**config.mk**
```make
export PLATFORM = sky130hd
export DESIGN_NAME = periph_regs_flat
export DESIGN_NICKNAME = d
export VERILOG_FILES = /design/src/soc_pkg.sv /design/src/mem_bus_if.sv /design/src/periph_regs.sv /design/src/flat_wrapper.sv
export VERILOG_INCLUDE_DIRS = /design/src
export SDC_FILE = /design/constraint.sdc
export NUM_CORES = 1
export LEC_CHECK = 0
export BUFFER_PORTS_ARGS = -buffer_cell sky130_fd_sc_hd__buf_2
export CAP_MARGIN = 20
export CORE_ASPECT_RATIO = 1.75
export CORE_MARGIN = 2
export CORE_UTILIZATION = 46
export DETAILED_ROUTE_END_ITERATION = 10
export GPL_ROUTABILITY_DRIVEN = 0
export PLACE_DENSITY = 0.76
export SLEW_MARGIN = 5
export SYNTH_ARGS = -nofsm -noshare
export SYNTH_HDL_FRONTEND = slang
export SYNTH_SLANG_ARGS = --single-unit
```
**constraint.sdc**
```tcl
create_clock -name pll_clk -period 3.14 [get_ports pll_clk]
set_input_delay 0.314 -clock pll_clk [delete_from_list [all_inputs] [get_ports pll_clk]]
set_output_delay 0.314 -clock pll_clk [all_outputs]
set_load 0.05 [all_outputs]
```
**src/soc_params.svh**
```systemverilog
`ifndef SOC_PARAMS_SVH
`define SOC_PARAMS_SVH

// Bus data width in bits.
`define SOC_DATA_WIDTH 32

// RAM of 16384 words fills the bottom 64 KiB.
`define SOC_RAM_WORDS 16384
`define SOC_RAM_ADDR_BITS 14

// Region bases and the number of low address bits inside each region.
`define SOC_RAM_BASE 32'h0000_0000
`define SOC_RAM_BITS 16
`define SOC_LED_BASE 32'h0001_0000
`define SOC_LED_BITS 2
`define SOC_TIMER_BASE 32'h0003_0000
`define SOC_TIMER_BITS 4

// Word offsets inside the timer region.
`define SOC_TIMER_LO 4'h0
`define SOC_TIMER_HI 4'h4

`endif

```
**src/soc_pkg.sv**
```systemverilog
`default_nettype none

`include "soc_params.svh"

package soc_pkg;

    // One bus word.
    typedef logic [`SOC_DATA_WIDTH-1:0] word_t;

    // Byte address.
    typedef logic [31:0] addr_t;

    // Bit n enables byte n of the word.
    typedef logic [`SOC_DATA_WIDTH/8-1:0] mask_t;

    // Current owner of the shared memory bus.
    typedef enum logic [1:0] {
        grant_none,
        grant_instr,
        grant_data
    } grant_t;

endpackage

`default_nettype wire

```
**src/mem_bus_if.sv**
```systemverilog
`timescale 1ns/1ps
`default_nettype none

interface mem_bus_if;
    import soc_pkg::*;

    addr_t address;
    logic read;
    logic write;
    mask_t write_mask;
    word_t write_value;

    // One select per responder, decoded by the arbiter.
    logic ram_sel;
    logic periph_sel;

    // Each responder returns zero when it was not selected.
    word_t ram_read_value;
    word_t periph_read_value;

    modport arbiter (
        output address,
        output read,
        output write,
        output write_mask,
        output write_value,
        output ram_sel,
        output periph_sel,
        input ram_read_value,
        input periph_read_value
    );

    modport ram (
        input address,
        input write,
        input write_mask,
        input write_value,
        input ram_sel,
        output ram_read_value
    );

    modport periph (
        input address,
        input read,
        input write,
        input write_mask,
        input write_value,
        input periph_sel,
        output periph_read_value
    );

endinterface

`default_nettype wire

```
**src/periph_regs.sv**
```systemverilog
`timescale 1ns/1ps
`default_nettype none

`include "soc_params.svh"

module periph_regs (
    input logic pll_clk,
    input logic rst,
    output logic [7:0] leds,
    mem_bus_if.periph bus
);
    import soc_pkg::*;

    logic [63:0] timer;
    logic timer_hit;
    logic led_write;
    logic [`SOC_TIMER_BITS-1:0] offset;
    word_t reg_value;
    word_t read_value;

    // The select covers only the LED and timer regions.
    assign timer_hit = ((bus.address ^ `SOC_TIMER_BASE) >> `SOC_TIMER_BITS) == '0;
    assign offset = bus.address[`SOC_TIMER_BITS-1:0];
    assign led_write = bus.periph_sel && bus.write && !timer_hit && bus.write_mask[0];

    always_ff @(posedge pll_clk) begin
        if (rst) begin
            leds <= 8'h00;
            timer <= 64'd0;
        end else begin
            timer <= timer + 64'd1;
            if (led_write) begin
                leds <= bus.write_value[7:0];
            end
        end
    end

    always_comb begin
        reg_value = '0;
        if (!timer_hit) begin
            reg_value = word_t'(leds);
        end else if (offset == `SOC_TIMER_LO) begin
            reg_value = timer[31:0];
        end else if (offset == `SOC_TIMER_HI) begin
            reg_value = timer[63:32];
        end
    end

    // Registered to line up with the RAM output.
    always_ff @(posedge pll_clk) begin
        if (bus.periph_sel && bus.read) begin
            read_value <= reg_value;
        end else begin
            read_value <= '0;
        end
    end

    assign bus.periph_read_value = read_value;

endmodule

`default_nettype wire

```
**src/flat_wrapper.sv**
```systemverilog
// flat-port wrapper written by rule: the top's interface ports become plain ports
module periph_regs_flat import soc_pkg::*;
  (pll_clk, rst, leds, bus_address, bus_read, bus_write, bus_write_mask, bus_write_value, bus_periph_sel, bus_periph_read_value);
  mem_bus_if bus_i ();
  input logic pll_clk;
  input logic rst;
  output logic [7:0] leds;
  input wire logic [$bits(bus_i.address)-1:0] bus_address;
  input wire logic [$bits(bus_i.read)-1:0] bus_read;
  input wire logic [$bits(bus_i.write)-1:0] bus_write;
  input wire logic [$bits(bus_i.write_mask)-1:0] bus_write_mask;
  input wire logic [$bits(bus_i.write_value)-1:0] bus_write_value;
  input wire logic [$bits(bus_i.periph_sel)-1:0] bus_periph_sel;
  output wire logic [$bits(bus_i.periph_read_value)-1:0] bus_periph_read_value;
  assign bus_i.address = bus_address;
  assign bus_i.read = bus_read;
  assign bus_i.write = bus_write;
  assign bus_i.write_mask = bus_write_mask;
  assign bus_i.write_value = bus_write_value;
  assign bus_i.periph_sel = bus_periph_sel;
  assign bus_periph_read_value = bus_i.periph_read_value;
  periph_regs u_core (.pll_clk(pll_clk), .rst(rst), .leds(leds), .bus(bus_i));
endmodule
```
==> reports/summary.txt <==
Status - complete, no violations
Startpoint class of the critical path - flip-flop
Rel. slew slack - 0.368
Clock Skews - 0.00337 ns
Post-CTS Setup Repair Bufs - 0
Mapped Cells - 518
Drt first pass iters - 4
CP max FO - 9
Setup violations, final - 0
Total grt overflow - 0
Tcrit/Tclk final - 0.786
Total of max-cap violations - 0
Share of layout cells above drive strength 1 - 0.215
Hold slack - 0.211 ns
Slowest CP cell - or4_1
Upper clock frequency limit - 405 MHz
CTS Buf Count - 9
Post-cts sizing count - 0
Initial DRC count - 277
Average wire per standard cell - 15.0 um
Post-detail-place hpwl - 8.03 mm
Synthesized area - 4570 sq um
Seq cells post-synth - 104
IO Count - 113
Minimum clock period - 2.47 ns
Hold violation count in the final report - 0
Post-CTS Hold Fix Bufs - 0
TritonCTS clock tree - yes
Clk sinks - 104
Seq/Total Area, Yosys - 0.455
Row count - 48
Initial antenna violation count - 0
CTS root buf - clkbuf_16
Via total after detailed routing - 4140
Worst Path Required - 3.41 ns
Reg2reg start - u_core.timer[0]
VDD IR max - 307 uV
Fin. max-slew vios - 0
Slew @ Worst Pin - 0.946 ns
Reg2reg end - u_core.timer[58]
Syn nets - 592
Port Buffers - 85
Worst r2r path cells - 6
# nets final - 676
Clock Latency Late Sink - 0.33 ns
Die X - 79.4 um
Top FF cell, synth - dfxtp_1
Slowest cell delay on critical path - 0.56 ns
Netlist cell types - 42
CORE AREA - 9790 sq um
Routed Wire Length - 10.9 mm
P&R area growth vs syn - 19.9%
Clock Pin Slew Worst Setup and Hold Paths - 0.06 ns
Post-synth EDFFs - 0
Worst EP arrival - 2.74 ns
Die Span Y - 136 um
FF-to-FF setup slack - 0.67 ns
Yosys warns - 0
CTS H-tree depth - 3
Initial core utilization - 0.467
Pwr dens - 477 nW/um^2
Static Leakage - 2.05 nW
Vias per cell - 5.66
Avg Inst Size Synth - 8.83 sq um
Post-synth ARST share - 0
Routed Antenna Nets - 0
Vias in the first global route - 3924
Hold Path Class - in2reg
RSZ-0062 raised after global routing - no
Crit path from - u_core.timer[0]
Fillers - 886
Residual DRC count - 0
Clock buffer depth - 2
Crit path cell chain - ha_1 > nand4_2 > nor4_1 > nand4_4 > or4_1 > a21oi_1
Setup Crit Path Kind - reg2reg
First-pass GRT wire length - 17.7 mm
Largest net degree at the start of global routing - 49
Setup TNS - 0 ns
Die area - 10800 sq um
Overall Global Routing Usage - 0.207
Critical Path End - u_core.timer[58]
N_diodes - 0
CP endpoint kind - flip-flop
-- cell type report --
type	count	area [sq um]	area share
clock buffer	12	256	0.0468
clock inverter	3	65.1	0.0119
inverter	10	37.5	0.00685
multi-input combinational	381	2380	0.434
sequential	104	2080	0.380
tap	125	156	0.0285
timing repair buffer	96	508	0.0927
-- where the power goes --
group | internal, mW | total, mW | switching [mW]
registers | 1.33 | 1.33 | 0.00761
clock network | 0.736 | 1.18 | 0.446
logic | 0.0372 | 0.0984 | 0.0612
-- through the flow --
stage	setup WS [ns]	cells	power (mW)	utilization	area, sq um
3_5_place_dp	0.663	716	1.46	0.527	5160
6_report	0.671	731	2.61	0.560	5480
4_1_cts	0.652	731	2.64	0.560	5480
5_1_grt	0.468	731	2.69	0.560	5480
3_3_place_gp	0.732	716	1.46	0.527	5160
2_1_floorplan	1.01	518	1.42	-	4570
-- state kept, by name (all words and copies together), names as in the netlist --
register,count
u_core.bus.periph_read_value,32
u_core.timer,64
u_core.leds,8
-- critical path: cells and delay by family, from the launching register on --
kind                       cells  cell delay (ns)
DFF                            1             0.40
AOI/OAI and AO/OA              1             0.15
and+or+nand+nor                4             1.61
adders and majority gates      1             0.25
-- cell usage in the layout (no fill, tap or decap), drive strengths merged, types with 7 or more instances in the layout --
cell,synthesis,final
nand4,29,29
xnor2,14,14
mux2i,8,8
clkbuf,21,12
nand3,31,31
o31ai,7,7
buf,2,96
dfxtp,104,104
or3,15,15
inv,10,10
nand2,23,23
nor2,96,96
nor4,23,23
xor2,24,24
a21oi,22,22
o21ai,15,15
a22oi,32,32
a211oi,8,8
-- kinds of logic (layout without fill, tap and decap cells) --
family / count (synthesis) / count (layout) / synth area share
simple gates: 246 / 246 / 0.297
fa+ha+maj: 1 / 1 / 0.00274
xor+xnor: 38 / 38 / 0.0728
buf+inv: 33 / 121 / 0.0276
flops: 104 / 104 / 0.455
compound gates: 87 / 87 / 0.125
mux: 9 / 9 / 0.0200
-- worst min-delay path by stage --
stage,slack (ns),cells past startpoint,to,from
2_1_floorplan,0.44,1,u_core.timer[0],u_core.timer[0]
3_3_place_gp,0.47,1,u_core.timer[0],u_core.timer[0]
3_5_place_dp,0.47,1,u_core.timer[0],u_core.timer[0]
4_1_cts,0.20,3,u_core.leds[3],bus_write_value[3]
5_1_grt,0.23,3,u_core.leds[3],bus_write_value[3]
6_report,0.21,3,u_core.leds[3],bus_write_value[3]
-- Yosys cell counts (2+ instances only) --
| library cell | number | area (sq um) |
|---|---|---|
| a211oi_1 | 8 | 60.1 |
| a21oi_1 | 22 | 110 |
| a22oi_1 | 32 | 240 |
| and3_1 | 5 | 31.3 |
| buf_2 | 2 | 10.0 |
| clkbuf_1 | 21 | 78.8 |
| dfxtp_1 | 104 | 2080 |
| inv_1 | 10 | 37.5 |
| mux2i_1 | 8 | 80.1 |
| nand2_1 | 23 | 86.3 |
| nand3_1 | 31 | 155 |
| nand4_1 | 23 | 144 |
| nand4_2 | 4 | 50.1 |
| nand4_4 | 2 | 42.5 |
| nor2_1 | 96 | 360 |
| nor2b_1 | 2 | 12.5 |
| nor3_1 | 5 | 25.0 |
| nor4_1 | 17 | 106 |
| nor4_2 | 2 | 25.0 |
| nor4_4 | 4 | 85.1 |
| o21ai_0 | 15 | 75.1 |
| o31ai_1 | 7 | 52.6 |
| or3_1 | 15 | 93.8 |
| or4_1 | 6 | 45.0 |
| xnor2_1 | 14 | 123 |
| xor2_1 | 24 | 210 |
-- metal layers --
metal | vias to the layer above | GRT usage | wire (um)
li1 | 2040 | - | -
met1 | 1937 | 0.232 | 4240
met2 | 143 | 0.371 | 5760
met3 | 20 | 0.0259 | 611
met4 | 0 | 0.118 | 337
met5 | - | 0 | 0
Note: power is estimated with default switching activity, not from simulation.
