<file path="config.mk">
export PLATFORM = sky130hd
export DESIGN_NAME = bus_arbiter_flat
export DESIGN_NICKNAME = d
export VERILOG_FILES = /design/src/soc_pkg.sv /design/src/mem_bus_if.sv /design/src/bus_arbiter.sv /design/src/flat_wrapper.sv
export VERILOG_INCLUDE_DIRS = /design/src
export SDC_FILE = /design/constraint.sdc
export NUM_CORES = 1
export LEC_CHECK = 0
export ABC_AREA = 1
export BUFFER_PORTS_ARGS = -buffer_cell sky130_fd_sc_hd__buf_4
export CORE_AREA = 5 5 117 119
export DETAILED_ROUTE_END_ITERATION = 10
export DIE_AREA = 0 0 122 124
export GPL_TIMING_DRIVEN = 0
export PLACE_DENSITY = 0.47
export SYNTH_ARGS = -nofsm -noshare
export SYNTH_HDL_FRONTEND = slang
export SYNTH_SLANG_ARGS = --single-unit
</file>
<file path="constraint.sdc">
create_clock -name pll_clk -period 3.25 [get_ports pll_clk]
set_input_delay 0.325 -clock pll_clk [delete_from_list [all_inputs] [get_ports pll_clk]]
set_output_delay 0.325 -clock pll_clk [all_outputs]
set_load 0.03 [all_outputs]
</file>
<file path="src/soc_params.svh">
`ifndef SOC_PARAMS_SVH
`define SOC_PARAMS_SVH

// Bus data width in bits.
`define SOC_DATA_WIDTH 32

// RAM of 16384 words fills the bottom 64 KiB.
`define SOC_RAM_WORDS 16384
`define SOC_RAM_ADDR_BITS 14

// Region bases and the number of low address bits inside each region.
`define SOC_RAM_BASE 32'h0000_0000
`define SOC_RAM_BITS 16
`define SOC_LED_BASE 32'h0001_0000
`define SOC_LED_BITS 2
`define SOC_TIMER_BASE 32'h0003_0000
`define SOC_TIMER_BITS 4

// Word offsets inside the timer region.
`define SOC_TIMER_LO 4'h0
`define SOC_TIMER_HI 4'h4

`endif

</file>
<file path="src/soc_pkg.sv">
`default_nettype none

`include "soc_params.svh"

package soc_pkg;

    // One bus word.
    typedef logic [`SOC_DATA_WIDTH-1:0] word_t;

    // Byte address.
    typedef logic [31:0] addr_t;

    // Bit n enables byte n of the word.
    typedef logic [`SOC_DATA_WIDTH/8-1:0] mask_t;

    // Current owner of the shared memory bus.
    typedef enum logic [1:0] {
        grant_none,
        grant_instr,
        grant_data
    } grant_t;

endpackage

`default_nettype wire

</file>
<file path="src/mem_bus_if.sv">
`timescale 1ns/1ps
`default_nettype none

interface mem_bus_if;
    import soc_pkg::*;

    addr_t address;
    logic read;
    logic write;
    mask_t write_mask;
    word_t write_value;

    // One select per responder, decoded by the arbiter.
    logic ram_sel;
    logic periph_sel;

    // Each responder returns zero when it was not selected.
    word_t ram_read_value;
    word_t periph_read_value;

    modport arbiter (
        output address,
        output read,
        output write,
        output write_mask,
        output write_value,
        output ram_sel,
        output periph_sel,
        input ram_read_value,
        input periph_read_value
    );

    modport ram (
        input address,
        input write,
        input write_mask,
        input write_value,
        input ram_sel,
        output ram_read_value
    );

    modport periph (
        input address,
        input read,
        input write,
        input write_mask,
        input write_value,
        input periph_sel,
        output periph_read_value
    );

endinterface

`default_nettype wire

</file>
<file path="src/bus_arbiter.sv">
`timescale 1ns/1ps
`default_nettype none

`include "soc_params.svh"

module bus_arbiter (
    input logic pll_clk,
    input logic rst,

    input soc_pkg::addr_t instr_address,
    input logic instr_read,
    output soc_pkg::word_t instr_read_value,
    output logic instr_ready,

    input soc_pkg::addr_t data_address,
    input logic data_read,
    input logic data_write,
    input soc_pkg::mask_t data_write_mask,
    input soc_pkg::word_t data_write_value,
    output soc_pkg::word_t data_read_value,
    output logic data_ready,

    mem_bus_if.arbiter bus
);
    import soc_pkg::*;

    grant_t grant;
    logic last_data;
    logic instr_req;
    logic data_req;
    addr_t address;
    word_t read_value;

    // A port being answered this cycle is not pending any more.
    assign instr_req = instr_read && !instr_ready;
    assign data_req = (data_read || data_write) && !data_ready;

    // Grant cycle, then ready cycle with the bus idle.
    always_ff @(posedge pll_clk) begin
        if (rst) begin
            grant <= grant_none;
            last_data <= 1'b0;
            instr_ready <= 1'b0;
            data_ready <= 1'b0;
        end else begin
            instr_ready <= (grant == grant_instr);
            data_ready <= (grant == grant_data);
            if (grant != grant_none) begin
                grant <= grant_none;
            end else if (instr_req && (!data_req || last_data)) begin
                grant <= grant_instr;
                last_data <= 1'b0;
            end else if (data_req) begin
                grant <= grant_data;
                last_data <= 1'b1;
            end
        end
    end

    always_comb begin
        address = '0;
        bus.read = 1'b0;
        bus.write = 1'b0;
        bus.write_mask = '0;
        bus.write_value = '0;
        case (grant)
            grant_instr: begin
                address = instr_address;
                bus.read = instr_read;
            end
            grant_data: begin
                address = data_address;
                bus.read = data_read;
                bus.write = data_write;
                bus.write_mask = data_write_mask;
                bus.write_value = data_write_value;
            end
            default: begin
                address = '0;
            end
        endcase
        bus.address = address;

        // Address decode, same map as the full system.
        bus.ram_sel = (grant != grant_none) &&
            (((address ^ `SOC_RAM_BASE) >> `SOC_RAM_BITS) == '0);
        bus.periph_sel = (grant != grant_none) &&
            ((((address ^ `SOC_LED_BASE) >> `SOC_LED_BITS) == '0) ||
             (((address ^ `SOC_TIMER_BASE) >> `SOC_TIMER_BITS) == '0));
    end

    assign read_value = bus.ram_read_value | bus.periph_read_value;

    assign instr_read_value = instr_ready ? read_value : '0;
    assign data_read_value = data_ready ? read_value : '0;

endmodule

`default_nettype wire

</file>
<file path="src/flat_wrapper.sv">
// flat-port wrapper written by rule: the top's interface ports become plain ports
module bus_arbiter_flat import soc_pkg::*;
  (pll_clk, rst, instr_address, instr_read, instr_read_value, instr_ready, data_address, data_read, data_write, data_write_mask, data_write_value, data_read_value, data_ready, bus_address, bus_read, bus_write, bus_write_mask, bus_write_value, bus_ram_sel, bus_periph_sel, bus_ram_read_value, bus_periph_read_value);
  mem_bus_if bus_i ();
  input logic pll_clk;
  input logic rst;
  input soc_pkg::addr_t instr_address;
  input logic instr_read;
  output soc_pkg::word_t instr_read_value;
  output logic instr_ready;
  input soc_pkg::addr_t data_address;
  input logic data_read;
  input logic data_write;
  input soc_pkg::mask_t data_write_mask;
  input soc_pkg::word_t data_write_value;
  output soc_pkg::word_t data_read_value;
  output logic data_ready;
  output wire logic [$bits(bus_i.address)-1:0] bus_address;
  output wire logic [$bits(bus_i.read)-1:0] bus_read;
  output wire logic [$bits(bus_i.write)-1:0] bus_write;
  output wire logic [$bits(bus_i.write_mask)-1:0] bus_write_mask;
  output wire logic [$bits(bus_i.write_value)-1:0] bus_write_value;
  output wire logic [$bits(bus_i.ram_sel)-1:0] bus_ram_sel;
  output wire logic [$bits(bus_i.periph_sel)-1:0] bus_periph_sel;
  input wire logic [$bits(bus_i.ram_read_value)-1:0] bus_ram_read_value;
  input wire logic [$bits(bus_i.periph_read_value)-1:0] bus_periph_read_value;
  assign bus_address = bus_i.address;
  assign bus_read = bus_i.read;
  assign bus_write = bus_i.write;
  assign bus_write_mask = bus_i.write_mask;
  assign bus_write_value = bus_i.write_value;
  assign bus_ram_sel = bus_i.ram_sel;
  assign bus_periph_sel = bus_i.periph_sel;
  assign bus_i.ram_read_value = bus_ram_read_value;
  assign bus_i.periph_read_value = bus_periph_read_value;
  bus_arbiter u_core (.pll_clk(pll_clk), .rst(rst), .instr_address(instr_address), .instr_read(instr_read), .instr_read_value(instr_read_value), .instr_ready(instr_ready), .data_address(data_address), .data_read(data_read), .data_write(data_write), .data_write_mask(data_write_mask), .data_write_value(data_write_value), .data_read_value(data_read_value), .data_ready(data_ready), .bus(bus_i));
endmodule
</file>
==> summary.txt <==
Timing
  • Setup tns final: 0 ns
  • Maximum frequency from static timing analysis: 0.401 GHz
  • Count of endpoints failing hold in the final timing report: 0
  • Setup repair after global routing missed its margin: no
  • Measured slew at the worst slew-check pin: 0.525 ns
  • Worst hold margin: 0.279 ns
  • Worst slew margin relative to its limit: 0.650
  • Final critical-path share of the clock period: 0.768
  • Slew Viols, Final: 0
  • Setup-failing EPs final: 0
  • Clock skew: 0.00146 ns
  • Minimum period implied by the final worst setup slack: 2.50 ns

Power and ir drop
  • Leak Pwr: 0.00302 uW
  • Switching part of the total: 0.504
  • Cell area power density: 282 nW/um2
  • Combinational share of power: 0.780
  • Net Switching: 636 uW
  • Share of total power in sequential cells: 0.059
  • Relative contribution of the clock network to total power: 0.161
  • Highest ir drop seen on vdd: 0.145 mV
  • Internal power consumption: 625 uW

Clock tree
  • Number of buffers added to fix hold violations after cts: 0
  • CTS-repair resized insts: 0
  • Clock tree from TritonCTS: yes
  • Clock latency of the later-clocked register in the worst-skew pair: 0.23 ns
  • Clock-pin transition on the worst setup and hold timing paths: 0.03 ns
  • Clock buffer depth: 2
  • Root Buffer Master: clkbuf_16
  • CTS sink count: 5
  • CTS buffer count: 3
  • Post CTS Setup Buffer Count: 0
  • Number of levels the H-tree was split into: 1

Setup path
  • Endpoint type of the worst setup path: primary output
  • Kind of critical path: flip-flop to primary output
  • Critical Path Source Type: flip-flop
  • Number of buffer and inverter stages on the critical path: 4
  • CP Data Required Time: 2.92 ns
  • Arrival @ worst endpoint: 2.17 ns
  • Maximum fanout encountered on the critical timing path: 10
  • Largest stage delay, worst path: 0.35 ns
  • Cells along the critical path: inv_1, ha_1, inv_2, buf_2, a21oi_1, nor2_1, nand2_1, nor2_1, nand2_1, nor2_1, buf_4
  • Library cell appearing most often on the critical path: nor2_1
  • Slowest cell on the critical path: dfxtp_1
  • CP top delay family: buffers and inverters

Route
  • Routed Wire Length: 12100 um
  • Overall via count from detail_route: 3477
  • Number of iterations in the first detailed-routing pass: 4
  • DRC violation count after routing: 0
  • Count of routing violations after the opening detailed-route iteration: 90
  • Vias per cell: 3.90
  • Number of nets still failing antenna checks after routing: 0
  • Per-cell routed wire length: 13.5 um

Floorplanning
  • Die span in y: 124 um
  • DIE AREA: 15100 um2
  • Chip width: 122 um
  • Top-level I/O count: 307
  • Row cnt: 41
  • Initial Util: 0.150
  • Area inside the core boundary: 12500 um2

Final layout
  • Multi-input gate area: 1160 um2
  • Final-stage net count: 893
  • Antenna Cells: 0
  • Layout cells sized above 1: 0.465
  • Growth of design area from synthesis to finish: 138%
  • Count of fill cells added during filler insertion: 1445
  • Sequential cell area: 100 um2

Run status
  • Outcome: completed

Global route
  • Remaining Overflow, GRT: 0
  • First-pass GRT wire length: 17200 um
  • Total global routing track utilization: 0.142
  • Initial antenna violation count: 0
  • Vias in the first global route: 3511
  • Maximum number of pins on one net before global-route repair: 11

Synth
  • Flop and latch count out of synthesis: 5
  • Number of cells produced by synthesis: 410
  • Post-synth cell types: 21
  • Synthesized cell area: 1880 um2
  • Count of yosys warnings during synthesis: 0
  • Net Count, Synth: 582
  • Seq/Total Area, Yosys: 0.0534
  • Syn_area_per_cell: 4.57 um2

Place
  • Final HPWL DP: 10700 um
  • Number of port buffers: 306
  • Final GP Congestion: 0.794

Hold path
  • Class of the worst hold path: input pin to flip-flop

Flow run
  • Number of max-cap violations: 0
## layout make-up
class,count,area share
clock buffers,4,0.0176
repair buffers,306,0.514
multi-input cells,261,0.261
well taps,172,0.0482
flip-flops and latches,5,0.0224
plain buffers,21,0.0333
inverters,123,0.103
## metal layers
| metal | wire length (um) | share of wire | up-vias | GRT usage |
|---|---|---|---|---|
| met5 | 0 | 0 | - | 0 |
| met3 | 1550 | 0.13 | 10 | 0.0613 |
| li1 | - | - | 1810 | - |
| met2 | 6360 | 0.53 | 174 | 0.283 |
| met4 | 112 | 0.0093 | 0 | 0.0259 |
| met1 | 4050 | 0.34 | 1483 | 0.136 |
## final timing paths
| path | startpoint | end | slack, ns | cells after the start |
|---|---|---|---|---|
| setup reg to reg | u_core.grant[0]$_SDFFE_PP0P_ | u_core.data_ready$_SDFF_PP0_ | 1.89 | 7 |
| setup / recovery | u_core.grant[0]$_SDFFE_PP0P_ | bus_ram_sel | 0.75 | 11 |
| hold reg to reg | u_core.grant[0]$_SDFFE_PP0P_ | u_core.grant[0]$_SDFFE_PP0P_ | 0.51 | 2 |
| hold / removal | rst | u_core.data_ready$_SDFF_PP0_ | 0.28 | 2 |
## state kept, by name, summed over array words and instances, names as in the netlist
signal and cells:
u_core.instr_ready 1, u_core.grant 2, u_core.data_ready 1, u_core.last_data 1
## cell usage after synthesis, drive strengths merged
| cell | instances | area share |
|---|---|---|
| nand2 | 137 | 0.28 |
| o21ai | 4 | 0.011 |
| buf | 18 | 0.073 |
| o21a | 1 | 0.0040 |
| dfxtp | 5 | 0.053 |
| or2 | 1 | 0.0033 |
| clkbuf | 3 | 0.0060 |
| ha | 3 | 0.020 |
| nand3 | 2 | 0.0053 |
| a21oi | 88 | 0.24 |
| nor3b | 1 | 0.0040 |
| nor2 | 24 | 0.049 |
| inv | 123 | 0.25 |
## power by group through the flow
stage                     clock [uW]  sequential, uW  combinational, uW
after global placement             0            75.1                993
after detailed placement           0            75.3                997
after floorplan                    0            77.2                549
after global routing             213            75.3               1070
final                            203            74.5                983
after CTS                        209            74.6               1000
## through the flow
stage          std cells  total power, uW  cell area, um2  utilization  setup slack, ns
6_report             892             1260            4470        0.358            0.753
5_1_grt              892             1360            4470        0.358            0.520
4_1_cts              892             1280            4470        0.358            0.685
3_5_place_dp         888             1070            4390        0.352            0.959
3_3_place_gp         888             1070            4390        0.352            0.979
2_1_floorplan        410              626            1880            -             1.04
## cells by family after synthesis
kind of cell / after synthesis / synth area share
flops: 5 / 0.0534
buf+inv: 144 / 0.326
compound gates: 93 / 0.256
simple gates: 165 / 0.346
fa+ha+maj: 3 / 0.0200
## cell usage in the layout, fill, tap and decap left out, types with 4 or more instances in the layout
| master | count |
|---|---|
| nand2_2 | 7 |
| buf_6 | 5 |
| inv_1 | 122 |
| dfxtp_1 | 5 |
| nand2_1 | 130 |
| nor2_1 | 23 |
| a21oi_1 | 87 |
| clkbuf_1 | 4 |
| buf_2 | 8 |
| buf_4 | 306 |
(Power assumes the default switching activity.)
